### src/cop_pkg.sv
package cop_pkg;

    // RAM sizes in 16-bit words
    localparam int SYSRAM_AW = 11;              // 2K words of work RAM
    localparam int PAL_AW    = 9;               // 512 palette words

    localparam logic [15:0] OPEN_BUS = 16'hffff; // nothing drives the bus

    // access targets, also the bit index into the strobe vector
    localparam logic [2:0] TGT_NONE   = 3'd0;
    localparam logic [2:0] TGT_ROM    = 3'd1;
    localparam logic [2:0] TGT_SYSRAM = 3'd2;
    localparam logic [2:0] TGT_PAL    = 3'd3;
    localparam logic [2:0] TGT_PRI    = 3'd4;
    localparam logic [2:0] TGT_IO     = 3'd5;
    localparam logic [2:0] TGT_SND    = 3'd6;
    localparam logic [2:0] TGT_DISP   = 3'd7;

    // registers at 0x180000, word offsets
    localparam logic [2:0] IO_CAB  = 3'd0;      // joysticks + buttons
    localparam logic [2:0] IO_DIP  = 3'd1;      // dip switches
    localparam logic [2:0] IO_SYS  = 3'd4;      // vblank, coins, service
    localparam logic [2:0] IO_VCLR = 3'd5;      // vblank irq ack

    // word address A[23:1] seen as a memory region
    typedef struct packed {
        logic [1:0]  xtra;     // A[23:22], not wired on the board
        logic [1:0]  region;   // A[21:20]
        logic [2:0]  bank;     // A[19:17]
        logic [11:0] page;     // A[16:5]
        logic [3:0]  low;      // A[4:1]
    } cop_adr_rgn_t;

    // same address seen as an I/O register
    typedef struct packed {
        logic [18:0] upper;    // A[23:5]
        logic        io_hi;    // A[4]
        logic [2:0]  io_reg;   // A[3:1]
    } cop_adr_io_t;

    typedef union packed {
        cop_adr_rgn_t rgn;
        cop_adr_io_t  io;
    } cop_addr_u;

    typedef struct packed {
        cop_addr_u   adr;
        logic [15:0] dat;
        logic [1:0]  sel;      // [1] upper byte, [0] lower byte
        logic        we;
    } cop_wb_req_t;

    typedef struct packed {
        logic [2:0] tgt;
        logic [2:0] io_reg;
        logic       valid_io;  // io_reg means something
    } cop_dec_t;

    typedef struct packed {
        logic [7:0]           stb;   // one bit per target code
        logic                 we;
        logic [SYSRAM_AW-1:0] idx;   // word index inside the target
        logic [15:0]          dat;
        logic [1:0]           sel;
    } cop_acc_t;

endpackage

### src/cop_bus_ctrl.sv
module cop_bus_ctrl (
    input  wire                  clk,
    input  wire                  rst_n,
    input  wire                  cyc,
    input  wire                  stb,
    input  wire                  we,
    input  wire [22:0]           adr,      // word address A[23:1]
    input  wire [15:0]           dat_w,
    input  wire [1:0]            sel,
    output logic                 ack,
    output logic [15:0]          dat_r,
    output cop_pkg::cop_wb_req_t req,
    input  cop_pkg::cop_dec_t    dec,
    output cop_pkg::cop_acc_t    acc,
    input  wire [15:0]           ram_q,
    input  wire [15:0]           pal_q,
    input  wire [15:0]           io_q,
    input  wire [15:0]           snd_q
);

    typedef enum logic [1:0] {
        ST_IDLE,
        ST_ACCESS,
        ST_RESPOND,
        ST_RELEASE
    } state_t;

    state_t      st;
    logic [15:0] rd_mux;
    wire         start = cyc && stb && (st == ST_IDLE);

    always_ff @(posedge clk or negedge rst_n) begin
        if (!rst_n) begin
            st  <= ST_IDLE;
            ack <= 1'b0;
        end else begin
            ack <= 1'b0;                        // single cycle ack
            case (st)
                ST_IDLE:    if (start) st <= ST_ACCESS;
                ST_ACCESS:  st <= ST_RESPOND;   // target samples strobe here
                ST_RESPOND: begin
                    ack <= 1'b1;
                    st  <= ST_RELEASE;
                end
                ST_RELEASE: if (!stb) st <= ST_IDLE; // master must drop stb
                default:    st <= ST_IDLE;
            endcase
        end
    end

    // request held for the whole access
    always_ff @(posedge clk) begin
        if (start) begin
            req.adr <= adr;
            req.dat <= dat_w;
            req.sel <= sel;
            req.we  <= we;
        end
    end

    always_comb begin
        acc.stb = '0;
        if (st == ST_ACCESS) acc.stb[dec.tgt] = 1'b1;  // one hot
        acc.we  = req.we;
        acc.dat = req.dat;
        acc.sel = req.sel;
        // I/O block only needs the register number
        acc.idx = dec.valid_io ? {{(cop_pkg::SYSRAM_AW-3){1'b0}}, dec.io_reg}
                               : req.adr[cop_pkg::SYSRAM_AW-1:0];
    end

    always_comb begin
        case (dec.tgt)
            cop_pkg::TGT_SYSRAM:          rd_mux = ram_q;
            cop_pkg::TGT_PAL:             rd_mux = pal_q;
            cop_pkg::TGT_PRI, cop_pkg::TGT_IO: rd_mux = io_q; // same block
            cop_pkg::TGT_SND:             rd_mux = snd_q;
            default:                      rd_mux = cop_pkg::OPEN_BUS; // rom, disp
        endcase
    end

    always_ff @(posedge clk) begin
        if (st == ST_RESPOND) dat_r <= rd_mux;  // valid with ack
    end

endmodule

### config.mk
export PLATFORM = sky130hd
export DESIGN_NAME = cop_bus_ctrl
export DESIGN_NICKNAME = d
export VERILOG_FILES = /design/src/cop_pkg.sv /design/src/cop_bus_ctrl.sv
export SDC_FILE = /design/constraint.sdc
export NUM_CORES = 1
export LEC_CHECK = 0
export BUFFER_PORTS_ARGS = -buffer_cell sky130_fd_sc_hd__buf_2
export CELL_PAD_IN_SITES_DETAIL_PLACEMENT = 0
export CELL_PAD_IN_SITES_GLOBAL_PLACEMENT = 1
export CORE_ASPECT_RATIO = 0.75
export CORE_MARGIN = 2
export CORE_UTILIZATION = 29
export DETAILED_ROUTE_END_ITERATION = 10
export HOLD_SLACK_MARGIN = 0.02
export PLACE_DENSITY = 0.88
export SYNTH_ARGS = -nofsm -noshare
export SYNTH_HDL_FRONTEND = slang
export SYNTH_SLANG_ARGS = --single-unit
### constraint.sdc
create_clock -name clk -period 2.6 [get_ports clk]
set_input_delay 0.39 -clock clk [delete_from_list [all_inputs] [get_ports clk]]
set_output_delay 0.39 -clock clk [all_outputs]
set_load 0.05 [all_outputs]
; ---- Word level (Yosys, flattened, before mapping)
; Index checks and enable logic that the tools add are counted.
[classes]
magnitude_cmp = 2
n_eq_ne = 10
muxes = 9
reduce_logical = 6
[op_table]
columns = operator, n
row1 = one-hot mux 16 bit (4 select lines), 1
row2 = two-way mux 11 bit, 1
row3 = equality test 3 bit (second input constant), 3
row4 = two-way mux 8 bit, 1
row5 = one-hot mux 2 bit (4 select lines), 1
row6 = equality test 3 x 2 -> 1 bit (second input constant), 2
row7 = equality test 2 bit (second input constant), 2
row8 = less-than comparator 3 x 4 -> 1 bit (second input constant), 1
row9 = two-way mux 2 bit, 2
row10 = != test 2 bit (second input constant), 2
row11 = demux 1 bit (select 3 bit), 1
row12 = >= comparator 3 x 1 -> 1 bit (second input constant), 1
row13 = logical AND 1 bit, 3
row14 = equality test 2 x 1 -> 1 bit (second input constant), 1
row15 = zero test 2 bit, 1
row16 = two-way mux 1 bit, 2
row17 = AND reduction 2 bit, 1
row18 = OR reduction 2 bit, 1
[word_totals]
reg_bits = 61
in_bits = 117

; ---- Depth between registers and ports, before layout
; Gate-level depths: netlist of the first run.
[depth]
depth_word = 5
mapped_depth = 6
depth_no_buf = 5

; ---- Worst setup path after synthesis of the first run
; Ideal clock, no wire load.
[synth_timing]
kind = flip-flop to output port
from = register st[1]
to = output port acc[32] (netlist bit)
t_arrival_ns = 1.924
t_required_ns = 2.210
path_slack_ns = 0.286
path_stages_with_launch = 5
n_path_buf = 0
path_cell_list = dfrtp_1 > inv_1 > ha_1 > nand2b_1 > nor3b_1
[synth_lines]
columns = item, line
row1 = start: declaration, cop_bus_ctrl.sv:28  ; state_t st;
row2 = start signal: assignment, cop_bus_ctrl.sv:34  ; st <= ST_IDLE;
row3 = start signal: assignment, cop_bus_ctrl.sv:39  ; ST_IDLE: if (start) st <= ST_ACCESS;
row4 = start signal: assignment, cop_bus_ctrl.sv:40  ; ST_ACCESS: st <= ST_RESPOND;
row5 = end: declaration, cop_bus_ctrl.sv:14  ; output cop_pkg::cop_acc_t acc,

==> results of run 1 <==
-- synthesized netlist by cell type --
| library cell | count |
|---|---|
| nor2_1 | 5 |
| nand2_1 | 1 |
| nor3_1 | 2 |
| buf_4 | 20 |
| a21oi_1 | 15 |
| buf_8 | 1 |
| nand2_2 | 1 |
| and3_1 | 2 |
| mux2_2 | 4 |
| nor3b_1 | 1 |
| a21oi_2 | 2 |
| nand2b_1 | 2 |
| mux2i_1 | 17 |
| clkbuf_8 | 2 |
| dfrtp_1 | 3 |
| or2b_2 | 1 |
| buf_2 | 1 |
| inv_1 | 2 |
| edfxtp_1 | 58 |
| a21boi_0 | 1 |
| o32ai_2 | 2 |
| ha_1 | 5 |
| buf_6 | 4 |
| nor2b_1 | 9 |
| o32ai_1 | 14 |
| buf_12 | 1 |
-- sequential cells by signal, summed over array words and instances, names as in the netlist --
register / cells
ack: 1
req: 23
st: 2
dat_r: 16
acc: 19
-- layout make-up --
type                            count  share of cell area [%]
Inverter                            2                  0.1849
Tap cell                          128                   3.945
Clock buffer                        9                   5.547
Multi-Input combinational cell     84                   16.52
Timing Repair Buffer              218                   27.24
Sequential cell                    61                   44.75
Clock inverter                      7                   1.818
-- through the flow --
step	worst slack, ps	util [%]	instances	area [um2]
after floorplan	285.5	-	176	2756
after global placement	929.0	40.96	492	3751
after detailed placement	868.0	40.96	492	3751
after CTS	554.1	44.33	509	4060
after global routing	498.4	44.33	509	4060
final	573.5	44.33	509	4060
-- power breakdown --
| part | internal [mW] | leakage [nW] | switching [mW] | total, mW |
|---|---|---|---|---|
| combinational | 0.275 | 1.14 | 0.883 | 1.16 |
| clock | 0.744 | 0.146 | 0.436 | 1.18 |
| sequential | 1.28 | 0.561 | 0.0482 | 1.33 |
-- logic make-up after synthesis --
kind of cell	share of synthesized area (%)
fa+ha+maj	2.270
buf+inv	9.804
simple gates	4.948
compound gates	9.260
flops	65.91
mux	7.807
-- timing repair --
action,CTS,global route
endpoints found under the hold margin,3,0
hold buffers,1,0
resized for setup,0,0
-- worst min path at each step --
stage	slack, ps	to	cells after the start	from
after floorplan	90	ack	0	rst_n
after global placement	190	ack	1	rst_n
after detailed placement	200	ack	1	rst_n
after CTS	220	req[40]	1	adr[21]
after global routing	220	acc[13]	1	dat_w[11]
final	240	req[39]	1	adr[20]
-- metal layers --
layer  GRT usage [%]  vias up  share of wire (%)
li1                -     1056                  -
met1           16.36     1037                 41
met2           23.10       92                 51
met3           4.384        8                6.8
met4           5.348        0                1.1
met5               0        -                  0
-- critical path, cell delays in order, from the launching register on --
cell	delay, ps
dfrtp_1	400
inv_1	110
ha_1	200
nand2b_1	130
nor3b_1	200
buf_2	290
==> out/qor.yml, run 1 <==
fp.dieH_um: 88.43
num_vias: 2193
seq_area_mm2: 0.001817
period_needed_ps: 2027
r2r-start: "st[0]"
ys_seq_area_share_pct: 65.91
max_freq_mhz: 493.5
place_congestion: 0.7446
fillCellCount: 881
grt_first_pass_wirelength_mm: 10.55
cts_made_buffers: 9
critPathCaptureType: "primary output"
r2r_slack_ps: 880
worstSetupStartpointType: "flop"
num_antenna_cells: 0
vdd_drop_max_v: 0.0003579
reg2reg_depth: 4
cts_root_buffer: "clkbuf_16"
post_drt_via_cell_ratio: 4.308
cp-endpoint: "acc[32]"
io_pins: 214
synth_warnings: 0
hold_violations: 0
area_growth_pct: 47.30
row_count: 30
cp.required_ps: 2210
cts.sink_count: 61
clkLatencyLatePin_ps: 320
die_x_um: 116.6
routed_wl_mm: 7.416
grt_max_degree: 43
synth_top_cell_by_area: "edfxtp_1"
critPathMaxFanout: 4
path_clk_slew_ps: 50
antenna_found_initial: 0
worstHoldPathType: "in -> reg"
status: "complete, no violations"
synth_seq_cells: 61
postSynthCellCount: 176
synth_area_leaders: "edfxtp_1, mux2i_1, buf_4"
maxCapViolCount: 0
drc: 0
synth.avg_cell_area_um2: 15.66
tightest_slew_ps: 855.4
p_per_area_mw_per_mm2: 902.6
clock-skew-final_ps: 3.449
slew_violations: 0
multi_input_area_um2: 670.6
grt_pass1_vias: 2134
cts-htree-levels: 3
synth.distinct_cells: 26
worstSetupStartpoint: "st[1]"
wl_per_cell_um: 14.57
totalPowerFinal_mw: 3.665
layout-drive-gt1-share_pct: 64.04
core_mm2: 0.009159
syn-cell-area_mm2: 0.002756
relSlewSlack_pct: 42.97
layout_common_cells: "buf_2, edfxtp_1, mux2i_1"
cts_setup_buffers: 0
syn_nets: 298
drt_iter0_drc: 69
hpwl_mm: 5.852
die_area_mm2: 0.01031
final_common_cell: "buf_2"
start_util_pct: 30.10
finalSetupTns_ps: 0
finalCritPeriodShare_pct: 77.94
io_buffers: 213
reg2reg_to: "acc[10]"
rsz0062_at_grt: "false"
critPathKind: "reg -> out"
synth_top_area_share_pct: 63.19
setup_viol: 0
grt_use_total_pct: 13.65
hold_ws_ps: 239.2
dr.pass1.iters: 4
clockBufferDepth: 2
ant_nets: 0
p_leak_nw: 1.845
grt-ovfl-total: 0
cts_tree: "yes"
worstPathArrival_ps: 1640
nets: 498
No activity file was read; power rests on OpenSTA's default activity.
==> run 2, diff against run 1 <==
- ABC_AREA: unset -> 1
- CORE_UTILIZATION: 29 -> 26
- PLACE_DENSITY: 0.88 -> 0.85
- clock period: 2.6 -> 1.8 ns (I/O delays scaled with it)
==> out/qor.yml, run 2 <==
status: "complete, no violations"
die_x_um: 128.6
final_common_cell: "buf_2"
period_needed_ps: 1723
finalCritPeriodShare_pct: 95.72
dp_slack_ps: 202.7
ant_nets: 0
worstSetupStartpoint: "st[1]"
synth.avg_cell_area_um2: 9.795
num_antenna_cells: 0
io_pins: 214
async_flop_share_pct: 4.918
drt_iter0_drc: 107
rsz0062_at_grt: "true"
setup_viol: 0
reg2reg_to: "req[31]"
synth_top_cells_by_count: "nor2_1, edfxtp_1, inv_1"
clkLatencyLatePin_ps: 330
cts_root_buffer: "clkbuf_16"
critPathMaxFanout: 4
core_mm2: 0.01149
synth.distinct_cells: 20
worstPathCellList: "inv_2 > ha_4 > nand2_1 > nor2_1 > buf_6"
area_growth_pct: 48.33
dr.pass1.iters: 5
grt_pass1_vias: 2747
min_path_cells: 1
routed_wl_mm: 9.161
yosysMostFrequentCell: "nor2_1"
die_area_mm2: 0.01253
hpwl_mm: 7.392
layout_common_cells: "buf_2, nor2_1, edfxtp_1"
synth_top_area_share_pct: 57.54
worstHoldPathType: "in -> reg"
synth_seq_cells: 61
cts-htree-levels: 3
post_drt_via_cell_ratio: 4.245
slew_violations: 0
reg2reg_depth: 5
cp.required_ps: 1530
start_util_pct: 26.35
place_congestion: 0.8175
r2r-start: "st[0]"
cts.sink_count: 61
critPathCaptureType: "primary output"
ys_seq_area_share_pct: 60.02
cts_setup_buffers: 0
drc: 0
grt_use_total_pct: 14.33
relSlewSlack_pct: 74.41
clock-skew-final_ps: 4.447
critPathKind: "reg -> out"
antenna_found_initial: 0
cts_tree: "yes"
critPathSlowestCell: "dfrtp_1"
synth_top_cell_by_area: "edfxtp_1"
p_leak_nw: 2.259
largest_register: "req"
wl_per_cell_um: 13.88
maxCapViolCount: 0
r2r_slack_ps: 260
postSynthCellCount: 309
p_per_area_mw_per_mm2: 1246
hold_violations: 0
grt_max_degree: 43
fp.dieH_um: 97.44
worstPathArrival_ps: 1450
synth_area_leaders: "edfxtp_1, nor2_1, inv_1"
row_count: 34
syn_nets: 431
io_buffers: 213
tightest_slew_ps: 382.9
num_vias: 2802
cpPeakStageDelay_ps: 410
hold_ws_ps: 115.3
max_freq_mhz: 580.4
path_clk_slew_ps: 60
totalPowerFinal_mw: 5.592
syn-cell-area_mm2: 0.003027
grt-ovfl-total: 0
vdd_drop_max_v: 0.0003977
clockBufferDepth: 2
synth_warnings: 0
nets: 633
ys.flop_type: "edfxtp_1"
setup_slack_ps: 77.08
worstSetupStartpointType: "flop"
layout-drive-gt1-share_pct: 48.64
cts_made_buffers: 9
grt_first_pass_wirelength_mm: 13.58
cp-endpoint: "acc[36]"
largest_reg_flops: 23
synth-edff-count: 58
run 2: cell count changes in the layout (fill, tap and decap cells not counted), moves of 17 or more:
cell | previous run | this run
inv_1 | 2 | 56
mux2i_1 | 17 | 0
nand2_1 | 1 | 45
nand4_1 | 0 | 18
nor2_1 | 5 | 62
run 2: repair_timing:
action,in CTS,in global routing
hold buffers,1,0
endpoints found under the hold margin,3,0
resized for setup,13,4
setup endpoints to repair,8,8
run 2: how the worst min path moves through the flow:
stage               startpoint  endpoint  slack, ps
floorplan                rst_n       ack        -30
global placement         rst_n       ack         80
detailed placement       rst_n       ack         70
CTS                     adr[5]   req[24]        100
global route         dat_w[12]   acc[14]        100
finish                  adr[5]   req[24]        120
run 2: where the power goes:
group	leakage [nW]	internal (mW)	total [mW]	switching, mW
Sequential	0.568	1.87	1.97	0.0963
Combinational	1.55	0.456	1.91	1.46
Clock	0.138	1.07	1.71	0.636
run 2: layout make-up:
| cell class | count | area, um2 |
|---|---|---|
| Multi-Input combinational cell | 159 | 794.5 |
| Fill cell | 1154 | 6997 |
| Tap cell | 144 | 180.2 |
| Timing Repair Buffer | 221 | 1176 |
| Clock buffer | 9 | 225.2 |
| Inverter | 59 | 221.5 |
| Sequential cell | 61 | 1817 |
| Clock inverter | 7 | 75.07 |
run 2: cells by family after synthesis:
kind of cell | after synthesis | synth area share [%]
multiplexers | 3 | 1.116
AO/OA/AOI/OAI | 2 | 0.3304
adder cells (fa/ha/maj) | 5 | 2.067
AND/OR/NAND/NOR | 149 | 21.91
flip-flops | 61 | 60.02
buffers and inverters | 89 | 14.55
run 2: layer usage:
metal | share of wire (%) | GRT usage, % | vias up
met4 | 1.5 | 4.933 | 0
met5 | 0 | 0 | -
met3 | 12 | 6.222 | 14
met1 | 41 | 16.62 | 1247
li1 | - | - | 1369
met2 | 46 | 23.65 | 172
run 2: through the flow:
stage	TNS (ps)	utilization, %	instance area (um2)	std cells
after floorplan	0	-	3034	309
after global routing	-48.46	39.09	4489	660
final	0	39.09	4489	660
after detailed placement	0	35.93	4126	643
after CTS	0	39.00	4479	660
after global placement	0	35.93	4126	643
run 2: critical path: cells and delay by family, from the launching register on:
kind / cells / cell delay (ps)
adder cells (fa/ha/maj): 1 / 170
buffers and inverters: 2 / 290
flip-flops: 1 / 410
AND/OR/NAND/NOR: 2 / 260
==> run 3, diff against run 2 <==
- CTS_BUF_LIST: unset -> sky130_fd_sc_hd__clkbuf_16
- GPL_TIMING_DRIVEN: unset -> 0
==> out/qor.yml, run 3 (synthesized netlist as in run 2, its figures left out) <==
wl_per_cell_um: 13.77
grt-ovfl-total: 0
cts.sink_count: 61
antenna_found_initial: 0
worstPathArrival_ps: 1690
reg2reg_depth: 4
cts_tree: "yes"
ant_nets: 0
nets: 658
fp.dieH_um: 97.44
cts-htree-levels: 3
cpPeakStageDelay_ps: 490
routed_wl_mm: 9.434
grt_use_total_pct: 14.44
final_common_cell: "buf_2"
hold_violations: 0
finalCritPeriodShare_pct: 96.59
grt_pass1_vias: 2822
post_drt_via_cell_ratio: 4.248
p_per_area_mw_per_mm2: 1190
tightest_slew_ps: 860.2
min_path_cells: 1
worstPathCellList: "inv_2 > ha_1 > inv_1 > nor2_2"
vdd_drop_max_v: 0.0005657
relSlewSlack_pct: 42.65
setup_viol: 0
critPathCaptureType: "flop"
worstHoldPathType: "in -> reg"
fin_cells: 685
clockBufferDepth: 2
fillCellCount: 1166
worstSetupStartpointType: "flop"
rsz0062_at_grt: "true"
totalPowerFinal_mw: 5.506
period_needed_ps: 1739
dr.pass1.iters: 4
cp.required_ps: 1750
area_growth_pct: 52.87
io_pins: 214
layout-drive-gt1-share_pct: 50.83
num_antenna_cells: 0
dp_cells: 665
drt_iter0_drc: 133
layout_common_cells: "buf_2, nor2_1, edfxtp_1"
num_vias: 2910
grt_first_pass_wirelength_mm: 13.89
maxCapViolCount: 0
clkLatencyLatePin_ps: 320
largest_register: "req"
critPathMaxFanout: 10
largest_reg_flops: 23
core_mm2: 0.01149
hpwl_mm: 7.244
cts_setup_buffers: 0
path_clk_slew_ps: 60
die_area_mm2: 0.01253
row_count: 34
max_freq_mhz: 575.2
cts_root_buffer: "clkbuf_16"
start_util_pct: 26.35
critPathKind: "reg -> reg"
io_buffers: 212
die_x_um: 128.6
slew_violations: 0
status: "complete, no violations"
clock-skew-final_ps: 3.150
cts_made_buffers: 9
drc: 0
p_leak_nw: 2.355
place_congestion: 0.8172
grt_max_degree: 22
critPathSlowestCell: "nor2_2"
==> run 3: cell types whose count changed in the layout (fill, tap and decap cells not counted), sizes merged <==
| cell | change |
|---|---|
| bufinv | -1 |
| clkinv | +2 |
| clkinvlp | -1 |
| nor2 | +3 |
| clkbuf | +1 |
| buf | +21 |
==> run 3: worst paths after layout <==
check,start,endpoint,slack [ps]
max reg2reg,st[0],req[37],60
min in group asynchronous,rst_n,st[1],270
min reg2reg,st[1],st[1],620
max,st[0],req[37],60
min,dat_w[3],acc[5],120
max in group asynchronous,rst_n,st[0],1420
==> run 3: layout make-up <==
class / count / area, um2 / share of cell area (%)
clock inverters: 7 / 51.30 / 1.109
repair buffers: 213 / 1100 / 23.77
multi-input cells: 162 / 813.3 / 17.58
flip-flops and latches: 61 / 1817 / 39.26
well taps: 144 / 180.2 / 3.894
clock buffers: 9 / 225.2 / 4.867
plain buffers: 30 / 219.0 / 4.732
inverters: 59 / 221.5 / 4.786
==> run 3: where the power goes <==
part           switching, mW  internal (mW)  total (mW)
sequential            0.0935           1.88        1.97
clock                  0.641          0.934        1.58
combinational           1.50          0.465        1.96
==> run 3: metal layers <==
| layer | global-route usage [%] | part of all wire [%] |
|---|---|---|
| met1 | 15.94 | 39 |
| met5 | 0 | 0 |
| met2 | 25.20 | 48 |
| met4 | 4.599 | 1.7 |
| met3 | 5.947 | 11 |
==> run 3: metrics by stage <==
| stage | setup WS [ps] | TNS [ps] | cell area [um2] | utilization, % | hold WS [ps] |
|---|---|---|---|---|---|
| 2_1_floorplan | 41.85 | 0 | 3034 | - | -25.59 |
| 6_report | 61.38 | 0 | 4627 | 40.28 | 120.9 |
| 3_3_place_gp | -231.8 | -9600 | 4275 | 37.22 | 63.97 |
| 4_1_cts | 12.24 | 0 | 4588 | 39.95 | 105.4 |
| 3_5_place_dp | -298.2 | -12400 | 4275 | 37.22 | 68.53 |
| 5_1_grt | -42.68 | -972.3 | 4627 | 40.28 | 102.3 |
==> run 3: worst max-delay path, delay by kind of cell (launching register included) <==
kind / cells / cell delay, ps
fa+ha+maj: 1 / 170
buf+inv: 2 / 270
flops: 1 / 450
simple gates: 1 / 490
==> run 3: repair_timing <==
item	4_1_cts	5_1_grt
hold buffers	1	0
gates cloned	1	2
resized for setup	6	14
hold endpoints to repair	3	0
pin swaps	1	1
setup endpoints to repair	50	50
